### src/rtl/lsuPkg.sv
package lsuPkg;

  ////////////////////
  // sizes
  ////////////////////

  // width of data words and of every address on the load/store path
  localparam int xLen = 32;

  // 16 KiB of word storage so the word index is address bits 13 to 2
  localparam int memWords = 4096;
  localparam int memIdxBits = $clog2(memWords);

  // number of cycles an accepted access keeps dataStall high
  localparam int busyCycles = 2;
  localparam int busyBits = $clog2(busyCycles + 1);

  // the level-1 page table lives at physical page 1
  localparam logic [21:0] rootPpn = 22'd1;

  typedef logic [xLen-1:0] word;
  typedef logic [busyBits-1:0] busyCount;

  ////////////////////
  // access encoding
  ////////////////////

  // operation codes keep the MemRW encoding of the load/store unit
  typedef enum logic [1:0] {
    opIdle  = 2'b00,
    opWrite = 2'b01,
    opRead  = 2'b10
  } memOp;

  // the only funct3 values the data memory honors
  // loads and stores share codes and are told apart by op
  localparam logic [2:0] funct3Lb  = 3'b000;
  localparam logic [2:0] funct3Lw  = 3'b010;
  localparam logic [2:0] funct3Lbu = 3'b100;
  localparam logic [2:0] funct3Sb  = 3'b000;
  localparam logic [2:0] funct3Sw  = 3'b010;

  // one memory access as issued by the CPU port or the walker
  typedef struct packed {
    memOp       op;
    logic [2:0] funct3;
    word        adr;
    word        wdata;
  } memReq;

  // done is a single-cycle pulse at the end of an access
  typedef struct packed {
    logic done;
    logic misaligned;
    word  rdata;
  } memRsp;

  ////////////////////
  // Sv32 page table entry
  ////////////////////

  typedef struct packed {
    logic [11:0] ppn1;
    logic [9:0]  ppn0;
    logic [1:0]  rsw;
    logic        d;
    logic        a;
    logic        g;
    logic        u;
    logic        x;
    logic        w;
    logic        r;
    logic        v;
  } pteEntry;

  // the same memory word seen as plain data or as a table entry
  typedef union packed {
    word     raw;
    pteEntry pte;
  } pteWord;

endpackage

### src/rtl/lsuArb.sv
`timescale 1ns/100ps

module lsuArb (
  input  logic           clk,
  input  logic           arstN,
  input  logic           ptwTranslate,
  input  lsuPkg::memReq  ptwReq,
  output logic           ptwReady,
  output lsuPkg::pteWord pteData,
  input  logic           cpuReq,
  input  lsuPkg::memReq  cpuReqPkt,
  output logic           cpuAck,
  output lsuPkg::memRsp  cpuRsp,
  output lsuPkg::memReq  memReqOut,
  input  lsuPkg::memRsp  memRsp,
  input  logic           dataStall
);

  // the walker wins over the CPU but has to wait out an access that the
  // memory is already busy with, which dataStall tells us about
  typedef enum logic [1:0] {
    stateReady,
    statePtwPending,
    statePtwActive
  } arbState;

  arbState       state;
  arbState       nextState;
  logic          selPtw;
  logic          presentPtw;
  logic          presentCpu;
  logic          accept;
  logic          inFlight;
  logic          ownerPtw;
  logic          cpuServed;
  logic          cpuMisaligned;
  lsuPkg::word   cpuRdata;
  lsuPkg::memRsp ptwSide;
  lsuPkg::memRsp cpuSide;

  always_comb begin
    case (state)
      stateReady:
        if (ptwTranslate && dataStall) nextState = statePtwPending;
        else if (ptwTranslate)         nextState = statePtwActive;
        else                           nextState = stateReady;
      statePtwPending:
        nextState = dataStall ? statePtwPending : statePtwActive;
      // only the walker's own done ends its turn
      statePtwActive:
        nextState = ptwSide.done ? stateReady : statePtwActive;
      default:
        nextState = stateReady;
    endcase
  end

  ////////////////////
  // request steering
  ////////////////////

  // one access is outstanding at a time so nothing is presented in flight
  // and a walker access is not started while a CPU ack is still up
  assign selPtw     = (state == statePtwActive);
  assign presentPtw = selPtw && !inFlight && !cpuAck;
  assign presentCpu = (state == stateReady) && !ptwTranslate && cpuReq &&
                      !cpuServed && !inFlight;

  always_comb begin
    memReqOut = '0;
    if (presentPtw)      memReqOut = ptwReq;
    else if (presentCpu) memReqOut = cpuReqPkt;
  end

  assign accept = (memReqOut.op != lsuPkg::opIdle) && !dataStall;

  always_ff @(posedge clk or negedge arstN) begin
    if (!arstN) begin
      state     <= stateReady;
      inFlight  <= 1'b0;
      ownerPtw  <= 1'b0;
      cpuServed <= 1'b0;
      cpuAck    <= 1'b0;
    end else begin
      state <= nextState;
      if (accept) begin
        inFlight <= 1'b1;
        ownerPtw <= presentPtw;
      end else if (memRsp.done) begin
        inFlight <= 1'b0;
      end
      // served stays set until the CPU drops its request
      cpuServed <= cpuReq && (cpuServed || (accept && presentCpu));
      // ack rises one cycle after done and falls one edge after cpuReq drops
      cpuAck <= cpuAck ? cpuReq : cpuSide.done;
    end
  end

  ////////////////////
  // response steering
  ////////////////////

  // the side that did not issue the access sees an all zero response
  assign ptwSide = ownerPtw ? memRsp : '0;
  assign cpuSide = ownerPtw ? '0 : memRsp;

  assign ptwReady    = ptwSide.done;
  assign pteData.raw = ptwSide.rdata;

  // walker reads may complete while the ack is up so the CPU result is held
  always_ff @(posedge clk) begin
    if (cpuSide.done) begin
      cpuRdata      <= cpuSide.rdata;
      cpuMisaligned <= cpuSide.misaligned;
    end
  end

  assign cpuRsp = '{done: cpuAck, misaligned: cpuMisaligned, rdata: cpuRdata};

  // a request is only offered while the memory is free to take it at once
  presentOnlyWhenOwned: assert property (@(posedge clk) disable iff (!arstN)
    (memReqOut.op != lsuPkg::opIdle) |->
      !dataStall && (state inside {stateReady, statePtwActive}));

  ackExclusive: assert property (@(posedge clk) disable iff (!arstN)
    !(cpuAck && ptwReady));

endmodule

### config.mk
export PLATFORM = sky130hd
export DESIGN_NAME = lsuArb
export DESIGN_NICKNAME = d
export VERILOG_FILES = /design/src/rtl/lsuPkg.sv /design/src/rtl/lsuArb.sv
export SDC_FILE = /design/constraint.sdc
export NUM_CORES = 1
export LEC_CHECK = 0
export ABC_AREA = 1
export BUFFER_PORTS_ARGS = -buffer_cell sky130_fd_sc_hd__buf_2
export CAP_MARGIN = 20
export CORE_AREA = 2 2 123 125
export CTS_BUF_LIST = sky130_fd_sc_hd__clkbuf_4 sky130_fd_sc_hd__clkbuf_8
export CTS_CLUSTER_SIZE = 24
export DETAILED_ROUTE_END_ITERATION = 7
export DIE_AREA = 0 0 125 127
export GPL_TIMING_DRIVEN = 0
export PLACE_DENSITY = 0.5
export SLEW_MARGIN = 20
export SYNTH_ARGS = -nofsm -noshare
export SYNTH_HDL_FRONTEND = slang
export SYNTH_SLANG_ARGS = --single-unit
export TNS_END_PERCENT = 20
### constraint.sdc
create_clock -name clk -period 2.7 [get_ports clk]
set_input_delay 0.27 -clock clk [delete_from_list [all_inputs] [get_ports clk]]
set_output_delay 0.27 -clock clk [all_outputs]
set_load 0.05 [all_outputs]
==> metrics.md <==
| Metric | Value |
|---|---|
| Full die area | `15900 µm²` |
| Input/output buffers | `313` |
| Crit path cell chain | `nor2_1 > nand3_2 > inv_2 > buf_4 > buf_4 > a22o_1 > buf_2` |
| Maxcap violations | `0` |
| RSZ-0062 raised after global routing | `false` |
| Final WS setup | `0.521 ns` |
| RePlAce Congestion | `0.849` |
| Largest net degree at the start of global routing | `19` |
| Post-synthesis sequential area ratio | `0.447` |
| Area of the multi-input gates | `968 µm²` |
| CTS buffer count | `5` |
| Max clock buf depth | `2` |
| GRT Util Overall | `0.121` |
| Die Span X | `125 µm` |
| Wire length per cell | `13.1 µm` |
| Drt pass-1 iters | `4` |
| Seq cells post-synth | `39` |
| Crit. End Element | `primary output` |
| Share of cells above drive strength 1 | `0.556` |
| Ys Warns | `0` |
| Worst skew pair latency | `0.29 ns` |
| Number of global-route vias before repair | `3271` |
| Fin Hold WS | `0.194 ns` |
| Initial antenna violation count | `0` |
| Pwr/cell area | `1110 nW/µm²` |
| Class of the worst hold path | `input port to flop` |
| CP max stage cell | `dfrtp_1` |
| CP max FO | `10` |
| Nature of the critical path startpoint | `flop` |
| Mapped Avg Cell Area | `8.42 µm²` |
| Final setup fails | `0` |
| Routed Antenna Nets | `0` |
| Least-Margin Pin Slew | `0.595 ns` |
| CP Data Arrival Time | `1.91 ns` |
| Skew final | `0.00726 ns` |
| Starting Density | `0.177` |
| CTS sink cnt | `39` |
| Crit Path Category | `flop to primary output` |
| CTS clock-pin slew for the worst setup and hold paths | `0.08 ns` |
| Post-synthesis instance total | `303` |
| Outcome | `complete, no violations` |
| Grt ovf | `0` |
| TritonCTS clock tree | `done` |
| Vias | `3315` |
| Storage cell area | `1140 µm²` |
| Drt drc | `0` |
| Leakage power | `2.92 nW` |
| Crit path top cell by count | `buf_4` |
| H-tree Lvls | `2` |
| Clock root cell | `clkbuf_8` |
| Final WL | `10600 µm` |
| Post-synth net total | `480` |
| F_max | `0.459 GHz` |
| Pins Over Slew Limit | `0` |
| Most common cell after layout, fill and taps aside | `buf_2` |
| Vias/cell | `4.09` |
| Synth Cell Area | `2550 µm²` |
| Placement Setup Slack | `0.813 ns` |
| # fillers | `1580` |
| DP HPWL | `9080 µm` |
| Fin nets | `802` |
| Rows | `44` |
| Distinct cells, synth | `19` |
| Layout area overhead | `76.6%` |
| N_diodes | `0` |
| WP data required | `2.43 ns` |
| Most frequent cells in the layout | `buf_2 (324), inv_1 (77), a22o_1 (67)` |
| Min Tclk post-route | `2.18 ns` |
| Core area | `14400 µm²` |
| IO Pins | `314` |
| Worst path max stage delay | `0.41 ns` |
| Crit share post-route | `0.807` |
| Peak VDD IR | `0.471 mV` |
| Crit path buf inv count | `4` |
| Die height | `127 µm` |
| Global-route wire length before repair | `15900 µm` |
| CP top delay family | `buffers and inverters` |
| Starting DRT DRC Count | `140` |
| Slew margin rel. | `0.602` |
| Fin. Hold Viols | `0` |
[power by group]
part	total, mW	internal (mW)	switching [mW]	leakage, nW
clock	0.483	0.275	0.208	0.0581
sequential	0.910	0.857	0.0529	0.401
combinational	3.62	0.880	2.74	2.46
total	5.02	2.01	3.01	2.92
[per-layer routing]
layer	up-vias	global-route usage	routed length [µm]
li1	1631	-	-
met1	1509	0.150	4220
met2	165	0.217	5450
met3	10	0.0264	769
met4	0	0.0268	149
met5	-	0	0
[final timing paths]
kind	start	end	slack (ns)	cells after the start
max	state[0]$_DFF_PN0_	memReqOut[33]	0.52	7
min	dataStall	state[1]$_DFF_PN0_	0.19	2
max reg2reg	ownerPtw$_DFFE_PN0P_	cpuRdata[14]$_SDFFCE_PP0P_	1.10	3
min reg2reg	state[1]$_DFF_PN0_	state[0]$_DFF_PN0_	0.52	1
max in group asynchronous	arstN	ownerPtw$_DFFE_PN0P_	2.22	2
min in group asynchronous	arstN	state[1]$_DFF_PN0_	0.33	2
[state kept, by name, indices dropped and copies added, names as in the netlist]
register	count
cpuAck	1
ownerPtw	1
cpuMisaligned	1
inFlight	1
cpuServed	1
state	2
cpuRdata	32
[timing repair]
action,4_1_cts,5_1_grt
hold endpoints to repair,6,0
buffers inserted,0,0
hold buffers,1,0
resized for setup,0,0
[through the flow]
step / instances / TNS (ns) / instance area, µm² / total power, mW / utilization
after floorplan: 303 / 0 / 2550 / 3.69 / -
after global placement: 800 / -17.45 / 4350 / 4.53 / 0.301
after detailed placement: 801 / 0 / 4380 / 4.57 / 0.304
after CTS: 810 / 0 / 4510 / 5.07 / 0.312
after global routing: 810 / 0 / 4510 / 5.29 / 0.312
final: 810 / 0 / 4510 / 5.02 / 0.312
[synth_stat cells]
master | instances | area [µm²]
a22o_1 | 67 | 587
inv_1 | 77 | 289
nor2_1 | 46 | 173
nor3_1 | 1 | 5.00
buf_4 | 5 | 37.5
nand3_2 | 1 | 10.0
buf_2 | 11 | 55.1
nand2_1 | 39 | 146
o21ai_1 | 1 | 5.00
edfxtp_1 | 33 | 991
a21oi_1 | 2 | 10.0
o31ai_1 | 1 | 7.51
clkbuf_1 | 4 | 15.0
buf_6 | 4 | 45.0
inv_2 | 2 | 7.51
nand2_2 | 1 | 6.26
nor2_2 | 1 | 6.26
dfrtp_1 | 6 | 150
nand3_1 | 1 | 5.00
[cell type report]
type | instances | area share
flip-flops and latches | 39 | 0.253
clock buffers | 5 | 0.0153
multi-input cells | 161 | 0.215
well taps | 184 | 0.0511
inverters | 79 | 0.0658
repair buffers | 315 | 0.356
plain buffers | 24 | 0.0339
clock inverters | 3 | 0.00972
[cell families (layout without fill, tap and decap cells)]
| group | Yosys count | count (layout) | synth area share |
|---|---|---|---|
| buf+inv | 103 | 426 | 0.176 |
| flops | 39 | 39 | 0.447 |
| simple gates | 90 | 90 | 0.138 |
| compound gates | 71 | 71 | 0.239 |
[worst reg2reg max path, stage by stage (launching register included)]
cell      delay (ns)
dfrtp_1         0.36
clkbuf_1        0.19
nor2_4          0.53
buf_16          0.23
(Power assumes the default switching activity.)
