**src/rtl/lsuPkg.sv**
```systemverilog
package lsuPkg;

  ////////////////////
  // sizes
  ////////////////////

  // width of data words and of every address on the load/store path
  localparam int xLen = 32;

  // 16 KiB of word storage so the word index is address bits 13 to 2
  localparam int memWords = 4096;
  localparam int memIdxBits = $clog2(memWords);

  // number of cycles an accepted access keeps dataStall high
  localparam int busyCycles = 2;
  localparam int busyBits = $clog2(busyCycles + 1);

  // the level-1 page table lives at physical page 1
  localparam logic [21:0] rootPpn = 22'd1;

  typedef logic [xLen-1:0] word;
  typedef logic [busyBits-1:0] busyCount;

  ////////////////////
  // access encoding
  ////////////////////

  // operation codes keep the MemRW encoding of the load/store unit
  typedef enum logic [1:0] {
    opIdle  = 2'b00,
    opWrite = 2'b01,
    opRead  = 2'b10
  } memOp;

  // the only funct3 values the data memory honors
  // loads and stores share codes and are told apart by op
  localparam logic [2:0] funct3Lb  = 3'b000;
  localparam logic [2:0] funct3Lw  = 3'b010;
  localparam logic [2:0] funct3Lbu = 3'b100;
  localparam logic [2:0] funct3Sb  = 3'b000;
  localparam logic [2:0] funct3Sw  = 3'b010;

  // one memory access as issued by the CPU port or the walker
  typedef struct packed {
    memOp       op;
    logic [2:0] funct3;
    word        adr;
    word        wdata;
  } memReq;

  // done is a single-cycle pulse at the end of an access
  typedef struct packed {
    logic done;
    logic misaligned;
    word  rdata;
  } memRsp;

  ////////////////////
  // Sv32 page table entry
  ////////////////////

  typedef struct packed {
    logic [11:0] ppn1;
    logic [9:0]  ppn0;
    logic [1:0]  rsw;
    logic        d;
    logic        a;
    logic        g;
    logic        u;
    logic        x;
    logic        w;
    logic        r;
    logic        v;
  } pteEntry;

  // the same memory word seen as plain data or as a table entry
  typedef union packed {
    word     raw;
    pteEntry pte;
  } pteWord;

endpackage

```
**src/rtl/pageTableWalker.sv**
```systemverilog
`timescale 1ns/100ps

module pageTableWalker (
  input  logic           clk,
  input  logic           arstN,
  input  logic           walkReq,
  input  lsuPkg::word    vAdr,
  output logic           walkAck,
  output lsuPkg::word    pAdr,
  output logic           pageFault,
  output logic           ptwTranslate,
  output lsuPkg::memReq  ptwReq,
  input  logic           ptwReady,
  input  lsuPkg::pteWord pteData
);

  typedef enum logic [1:0] {
    walkIdle,
    walkLevel1,
    walkLevel0,
    walkDone
  } walkState;

  walkState    state;
  walkState    nextState;
  lsuPkg::word vaQ;
  lsuPkg::word rootAdr;
  lsuPkg::word tblAdr;
  lsuPkg::word leafAdr;
  logic        isValid;
  logic        isLeaf;

  // an entry with R or X set ends the walk, anything else points to a table
  assign isValid = pteData.pte.v;
  assign isLeaf  = pteData.pte.r | pteData.pte.x;

  // level-1 entry address is the root page plus four bytes per vpn1
  assign rootAdr = {lsuPkg::rootPpn[19:0], vaQ[31:22], 2'b00};

  ////////////////////
  // walk sequencing
  ////////////////////

  always_comb begin
    nextState = state;
    case (state)
      walkIdle:   if (walkReq) nextState = walkLevel1;
      walkLevel1: if (ptwReady) nextState = (!isValid || isLeaf) ? walkDone : walkLevel0;
      walkLevel0: if (ptwReady) nextState = walkDone;
      // hold the answer until the requester lets go of walkReq
      walkDone:   if (!walkReq) nextState = walkIdle;
      default:    nextState = walkIdle;
    endcase
  end

  // the physical address is 34 bits in Sv32 and the top two ppn1 bits
  // do not fit on this 32 bit bus, so they are dropped here
  always_comb begin
    leafAdr = '0;
    if (isValid && state == walkLevel1) begin
      // superpage keeps vpn0 and the offset from the virtual address
      leafAdr = {pteData.pte.ppn1[9:0], vaQ[21:0]};
    end else if (isValid && isLeaf) begin
      leafAdr = {pteData.pte.ppn1[9:0], pteData.pte.ppn0, vaQ[11:0]};
    end
  end

  always_ff @(posedge clk or negedge arstN) begin
    if (!arstN) begin
      state     <= walkIdle;
      pageFault <= 1'b0;
    end else begin
      state <= nextState;
      if (ptwReady && state == walkLevel1) begin
        pageFault <= !isValid;
      end else if (ptwReady && state == walkLevel0) begin
        // only a leaf is legal at the last level
        pageFault <= !(isValid && isLeaf);
      end
    end
  end

  always_ff @(posedge clk) begin
    if (state == walkIdle && walkReq) vaQ <= vAdr;
    if (ptwReady && state == walkLevel1) begin
      tblAdr <= {pteData.pte.ppn1[9:0], pteData.pte.ppn0, vaQ[21:12], 2'b00};
    end
    if (ptwReady && ptwTranslate && nextState == walkDone) pAdr <= leafAdr;
  end

  ////////////////////
  // outputs
  ////////////////////

  assign walkAck      = (state == walkDone);
  assign ptwTranslate = (state == walkLevel1) || (state == walkLevel0);

  // every table read is an lw and the request is held until ptwReady
  always_comb begin
    ptwReq.op     = ptwTranslate ? lsuPkg::opRead : lsuPkg::opIdle;
    ptwReq.funct3 = lsuPkg::funct3Lw;
    ptwReq.adr    = (state == walkLevel1) ? rootAdr : tblAdr;
    ptwReq.wdata  = '0;
  end

  // the answer goes out right after the last table read came back
  walkAckAfterReads: assert property (@(posedge clk) disable iff (!arstN)
    $rose(walkAck) |-> !ptwTranslate && $past(ptwReady));

endmodule

```
**config.mk**
```make
export PLATFORM = sky130hd
export DESIGN_NAME = pageTableWalker
export DESIGN_NICKNAME = d
export VERILOG_FILES = /design/src/rtl/lsuPkg.sv /design/src/rtl/pageTableWalker.sv
export SDC_FILE = /design/constraint.sdc
export NUM_CORES = 1
export LEC_CHECK = 0
export ABC_AREA = 0
export BUFFER_PORTS_ARGS = -buffer_cell sky130_fd_sc_hd__buf_2
export CAP_MARGIN = 25
export CORE_MARGIN = 5
export CORE_UTILIZATION = 31
export DETAILED_ROUTE_END_ITERATION = 6
export SYNTH_ARGS = -nofsm -noshare
export SYNTH_HDL_FRONTEND = slang
export SYNTH_SLANG_ARGS = --single-unit
```
**constraint.sdc**
```tcl
create_clock -name clk -period 2.91 [get_ports clk]
set_clock_uncertainty 0.2 [all_clocks]
set_input_delay 0.4365 -clock clk [delete_from_list [all_inputs] [get_ports clk]]
set_output_delay 0.4365 -clock clk [all_outputs]
set_load 0.005 [all_outputs]
```
==> results of run 1 <==
routing by layer:
layer / routed length [µm] / GRT usage [%]
met1: 3240 / 12.5
met5: 0 / 0
met4: 160 / 4.83
met2: 4060 / 17.9
met3: 707 / 3.82
power by group through the flow:
stage / clock [mW] / sequential [mW] / combinational, mW
global route: 1.21 / 2.00 / 1.28
floorplan: 0 / 1.99 / 0.681
CTS: 1.16 / 1.97 / 1.20
global placement: 0 / 1.99 / 1.18
detailed placement: 0 / 2.00 / 1.20
finish: 1.11 / 1.97 / 1.16
final cells by class:
| cell class | count | area [µm²] |
|---|---|---|
| Clock buffer | 10 | 229 |
| Clock inverter | 4 | 46.3 |
| Fill cell | 1216 | 7610 |
| Inverter | 2 | 7.51 |
| Multi-Input combinational cell | 126 | 832 |
| Sequential cell | 97 | 2900 |
| Tap cell | 172 | 215 |
| Timing Repair Buffer | 130 | 681 |
worst reg2reg max path: cells and delay by family, from the launching register on:
kind            cells  cell delay (ns)
flops               1             0.42
buf+inv             2             0.40
simple gates        2             0.30
fa+ha+maj           1             0.43
compound gates      2             0.31
layout by cell type, fill, tap and decap left out, drive strengths merged, types with 2 or more instances in the layout:
cell type	Yosys	final
a22o	10	10
ha	5	5
dfrtp	3	3
conb	2	38
a21oi	2	2
nor2	2	2
edfxtp	94	94
buf	41	129
inv	2	2
mux2	10	10
clkinv	0	2
and2	25	25
nor2b	20	20
o21ai	3	3
clkbuf	5	10
cells by family after synthesis:
logic type | count (synthesis) | share of synthesized area (%)
compound gates | 18 | 3.63
fa+ha+maj | 5 | 1.59
buf+inv | 48 | 8.57
flops | 97 | 73.8
mux | 10 | 2.87
other cells | 2 | 0.191
simple gates | 55 | 9.31
what timing repair did:
item / in CTS / in global routing
endpoints found under the hold margin: 3 / 0
endpoints found under the setup margin: 0 / 0
hold buffers: 1 / 0
final timing paths:
kind	end	cells past startpoint	slack [ns]
max reg2reg	pAdr[21]$_DFFE_PP_	7	0.53
max in group asynchronous	state[0]$_DFF_PN0_	2	2.15
max	ptwReq[34]	5	0.19
min	vaQ[29]$_DFFE_PP_	1	0.07
min reg2reg	tblAdr[10]$_DFFE_PP_	0	0.26
min in group asynchronous	pageFault$_DFFE_PN0P_	2	0.25
stage by stage:
stage          utilization [%]  area, µm²
3_5_place_dp              36.9       4620
5_1_grt                   39.2       4910
4_1_cts                   39.2       4910
6_report                  39.2       4910
2_1_floorplan                -       4060
3_3_place_gp              36.9       4620
sequential cells by signal, indices dropped and copies added (netlist names):
name       cells
tblAdr        30
state          2
vaQ           32
pAdr          32
pageFault      1
==> results.tsv, run 1 <==
metric	value	unit
non-filler cells, final	541	
Buffers on Ports	124	
first-pass GRT wire length	11800	µm
Critical Path Sink Type	output port	
Clk pwr share	26.3	%
Hold WS	0.0733	ns
final setup vio count	0	
TNS Setup	0	ns
DR pass1 iterations	4	
DIE AREA	15000	µm²
Crit-path slowest cell	ha_2	
Total Wirelength	8170	µm
Tmin final	2.72	ns
Post-CTS Repair Setup Buffers	0	
total power	4.24	mW
pwr dens	864	nW/µm²
Final Hold Viols	0	
post-place setup slack	0.483	ns
count of cell types in the netlist	31	
GRT Resource Usage Total	10.8	%
H-tree lvl count	3	
final RePlAce weighted congestion	0.653	
combinational share of power	27.3	%
min-delay src	vAdr[29]	
Internal Power	3.05	mW
fin. max-slew vios	0	
max incr delay on CP	0.43	ns
sequential power share	46.5	%
fmax	368	MHz
wire per inst	15.1	µm
Area Overhead vs Synth	25.1	%
DR vias	2188	
Psw	1.19	mW
Post-Syn Area	3930	µm²
top cells by area, synth	edfxtp_1, buf_4, and2_1, nor2b_1, mux2_2	
total grt overflow	0	
largest net degree at the start of global routing	33	
most frequent cell after synthesis	edfxtp_1	
total CTS buffers	9	
vias in the first global route	2181	
Maximum Capacitance Violations	0	
initial antenna violation count	0	
ant diodes	0	
syn avg cell area	16.7	µm²
main flop type after synthesis	edfxtp_1	
register area share after synthesis	73.8	%
RSZ-0062 raised after global routing	no	
effective utilization at floorplan	31.4	%
final antenna-violating net count	0	
Post-synth top cells	edfxtp_1, buf_4, and2_1	
Placeable Area	12500	µm²
I/O pin total	172	
EDFF count, synth	94	
CTS Root Cell	clkbuf_16	
Synth top area share	71.9	%
Clock Path Buffers	2	
CP arrival	2.08	ns
#FFs+latches synth	97	
Worst Path Buf+Inv	3	
DR DRC count	0	
switching share of power	28.1	%
Clock Pin Slew Worst Setup and Hold Paths	0.06	ns
CTS tree	done	
kind of critical path	flip-flop to output port	
DIE WIDTH	123	µm
maximum vdd drop	0.405	mV
static leakage	1.98	nW
critical path launch point	state[1]$_DFF_PN0_	
Rows	41	
RR Startpoint	state[1]$_DFF_PN0_	
Worst EP required	2.27	ns
Final period util	93.5	%
Yosys warnings	0	
TritonCTS Sinks	97	
ys async rst share	3.09	%
slew margin rel.	40.9	%
critical path peak fanout	14	
Layout Nets	439	
worst slew pin tran	0.882	ns
vias per inst	4.04	
Iter 0 DRT Violations	64	
largest area contributor in the netlist	edfxtp_1	
startpoint type of the worst setup path	flip-flop	
final worst-path setup slack	0.190	ns
Die Y	123	µm
CP cell instances	inv_1, ha_2, buf_4, mux2_2, buf_2	
status	complete, no violations	
fraction of layout cells with a size suffix above 1	43.6	%
placed cells	526	
Clock Latency Late Sink	0.33	ns
number of gates resized after CTS	0	
delay-heaviest family, CP	buffers and inverters	
Mapped Cells	235	
DP HPWL	5980	µm
Hold Path Class	input pin to flip-flop	
Note: power is estimated with default switching activity, not from simulation.
==> inputs of run 2 (changes only) <==
--- a/config.mk
+++ b/config.mk
@@ -11,6 +11,7 @@
 export CORE_MARGIN = 5
 export CORE_UTILIZATION = 31
 export DETAILED_ROUTE_END_ITERATION = 6
+export GPL_TIMING_DRIVEN = 0
 export SYNTH_ARGS = -nofsm -noshare
 export SYNTH_HDL_FRONTEND = slang
 export SYNTH_SLANG_ARGS = --single-unit
==> constraint.sdc (replaced) <==
create_clock -name clk -period 2.91 [get_ports clk]
set_clock_uncertainty 0.2 [all_clocks]
set_input_delay 0.291 -clock clk [delete_from_list [all_inputs] [get_ports clk]]
set_output_delay 0.291 -clock clk [all_outputs]
set_load 0.005 [all_outputs]
==> results.tsv, run 2 (synthesized netlist as in run 1, its figures left out) <==
metric	value	unit	change
DP HPWL	6270	µm	+4.7%
Psw	1.27	mW	+6.6%
worst slew pin tran	1.04	ns	+0.158 ns
Multi-input gate area	831	µm²	-0.15%
final antenna-violating net count	0		unchanged
Layout Nets	532		+21%
fin. max-slew vios	0		unchanged
vias per inst	4.00		-1.0%
Rows	41		unchanged
GRT Resource Usage Total	12.3	%	+1.5 points
pwr dens	770	nW/µm²	-11%
wire per inst	14.4	µm	-4.4%
Internal Power	3.14	mW	+2.8%
effective utilization at floorplan	31.4	%	unchanged
DR DRC count	0		unchanged
FILL cells	1165		-4.2%
Final Hold Viols	0		unchanged
kind of critical path	flip-flop to flip-flop		
Maximum Capacitance Violations	0		unchanged
commonest cells after routing, fill and taps aside	buf_2, edfxtp_1, dlygate4sd3_1		
Tmin final	2.63	ns	-0.0856 ns
sequential power share	44.8	%	-1.7 points
Clock Path Buffers	2		unchanged
Hold WS	0.0828	ns	+0.00941 ns
Clock Latency Late Sink	0.34	ns	about the same
maximum vdd drop	0.366	mV	-9.5%
Placeable Area	12500	µm²	unchanged
largest net degree at the start of global routing	33		unchanged
static leakage	2.41	nW	+22%
status	complete, no violations		
vias in the first global route	2622		+20%
Die Y	123	µm	unchanged
TritonCTS Sinks	97		unchanged
first-pass GRT wire length	13600	µm	+15%
Clk pwr share	26.2	%	about the same
final setup vio count	0		unchanged
most common cell after layout, fill and taps aside	buf_2		
total grt overflow	0		unchanged
startpoint type of the worst setup path	flip-flop		
RSZ-0062 raised after global routing	no		
Worst EP required	2.68	ns	+0.41 ns
Seq. cell area	2900	µm²	unchanged
final RePlAce weighted congestion	0.666		+1.9%
combinational share of power	29.1	%	+1.8 points
ant diodes	0		unchanged
H-tree lvl count	3		unchanged
Post-CTS Repair Setup Buffers	0		unchanged
R2R depth	5		-2
total CTS buffers	9		unchanged
CP arrival	2.40	ns	+0.32 ns
R2R Path End	tblAdr[6]$_DFFE_PP_		
Final period util	90.5	%	-2.9 points
total power	4.40	mW	+3.9%
fmax	380	MHz	+3.2%
critical path peak fanout	30		+16
DR pass1 iterations	4		unchanged
Hold Path Class	input pin to async pin		
CTS Root Cell	clkbuf_16		
Buffers on Ports	124		unchanged
DIE AREA	15000	µm²	unchanged
Total Wirelength	9160	µm	+12%
Critical Path Sink Type	flip-flop		
DR vias	2542		+16%
CTS tree	done		
initial antenna violation count	0		unchanged
Iter 0 DRT Violations	69		+7.8%
RR Startpoint	state[1]$_DFF_PN0_		
slew margin rel.	30.3	%	-11 points
flop-to-flop setup slack	0.28	ns	-0.25 ns
switching share of power	28.8	%	+0.74 points
DIE WIDTH	123	µm	unchanged
Area Overhead vs Synth	45.6	%	
biggest regs	pAdr: 32 flops, vaQ: 32 flops, tblAdr: 30 flops		
Clock Pin Slew Worst Setup and Hold Paths	0.06	ns	about the same
I/O pin total	172		unchanged
fraction of layout cells with a size suffix above 1	43.0	%	-0.65 points
-- run 2: routing by layer --
layer / routed length [µm] / GRT usage [%] / share of wire, % / vias to the layer above
met5: 0 / 0 / 0 / -
met4: 212 / 5.95 / 2.3 / 0
met3: 655 / 3.32 / 7.1 / 17
met2: 4580 / 21.0 / 50 / 110
met1: 3710 / 14.2 / 41 / 1194
li1: - / - / - / 1221
-- run 2: how the worst max path moves through the flow --
stage,startpoint,to,slack [ns],cells after the start
after CTS,state[1]$_DFF_PN0_,pAdr[10]$_DFFE_PP_,0.18,6
after detailed placement,state[1]$_DFF_PN0_,tblAdr[7]$_DFFE_PP_,0.20,5
final,state[1]$_DFF_PN0_,tblAdr[6]$_DFFE_PP_,0.28,5
after global placement,state[1]$_DFF_PN0_,tblAdr[11]$_DFFE_PP_,-0.24,5
after global routing,state[1]$_DFF_PN0_,tblAdr[3]$_DFFE_PP_,0.07,5
after floorplan,state[0]$_DFF_PN0_,pAdr[0]$_DFFE_PP_,0.32,6
-- run 2: power by group through the flow --
stage          sequential [mW]  combinational [mW]  clock [mW]
6_report                  1.97                1.28        1.15
5_1_grt                   2.00                1.42        1.24
4_1_cts                   1.98                1.32        1.20
3_5_place_dp              2.00                1.25           0
3_3_place_gp              2.00                1.23           0
2_1_floorplan             1.99               0.681           0
-- run 2: worst max-delay path, cell delays in order (launching register included) --
cell and delay, ns:
dfrtp_1 0.44, inv_1 0.16, ha_1 0.18, buf_6 0.14, clkbuf_1 0.36, and2_2 0.75
-- run 2: layout make-up --
cell class / instances / share of cell area, %
flip-flops and latches: 97 / 50.7
repair buffers: 177 / 20.1
multi-input cells: 126 / 14.5
plain buffers: 46 / 5.76
clock buffers: 10 / 4.01
well taps: 172 / 3.76
clock inverters: 5 / 0.985
inverters: 2 / 0.131
-- run 2: what timing repair did --
item / 4_1_cts / 5_1_grt
gates resized for setup: 0 / 1
hold buffers: 53 / 0
endpoints found under the setup margin: 0 / 32
hold endpoints to repair: 55 / 0
-- run 2: per-stage QoR --
step / TNS [ns] / util (%) / setup WS (ns) / std cells / instance area [µm²]
floorplan: 0 / - / 0.325 / 271 / 4060
global placement: -13.53 / 39.1 / -0.237 / 567 / 4900
detailed placement: 0 / 39.1 / 0.199 / 567 / 4900
CTS: 0 / 45.7 / 0.176 / 635 / 5720
global route: 0 / 45.7 / 0.0733 / 635 / 5720
finish: 0 / 45.7 / 0.276 / 635 / 5720
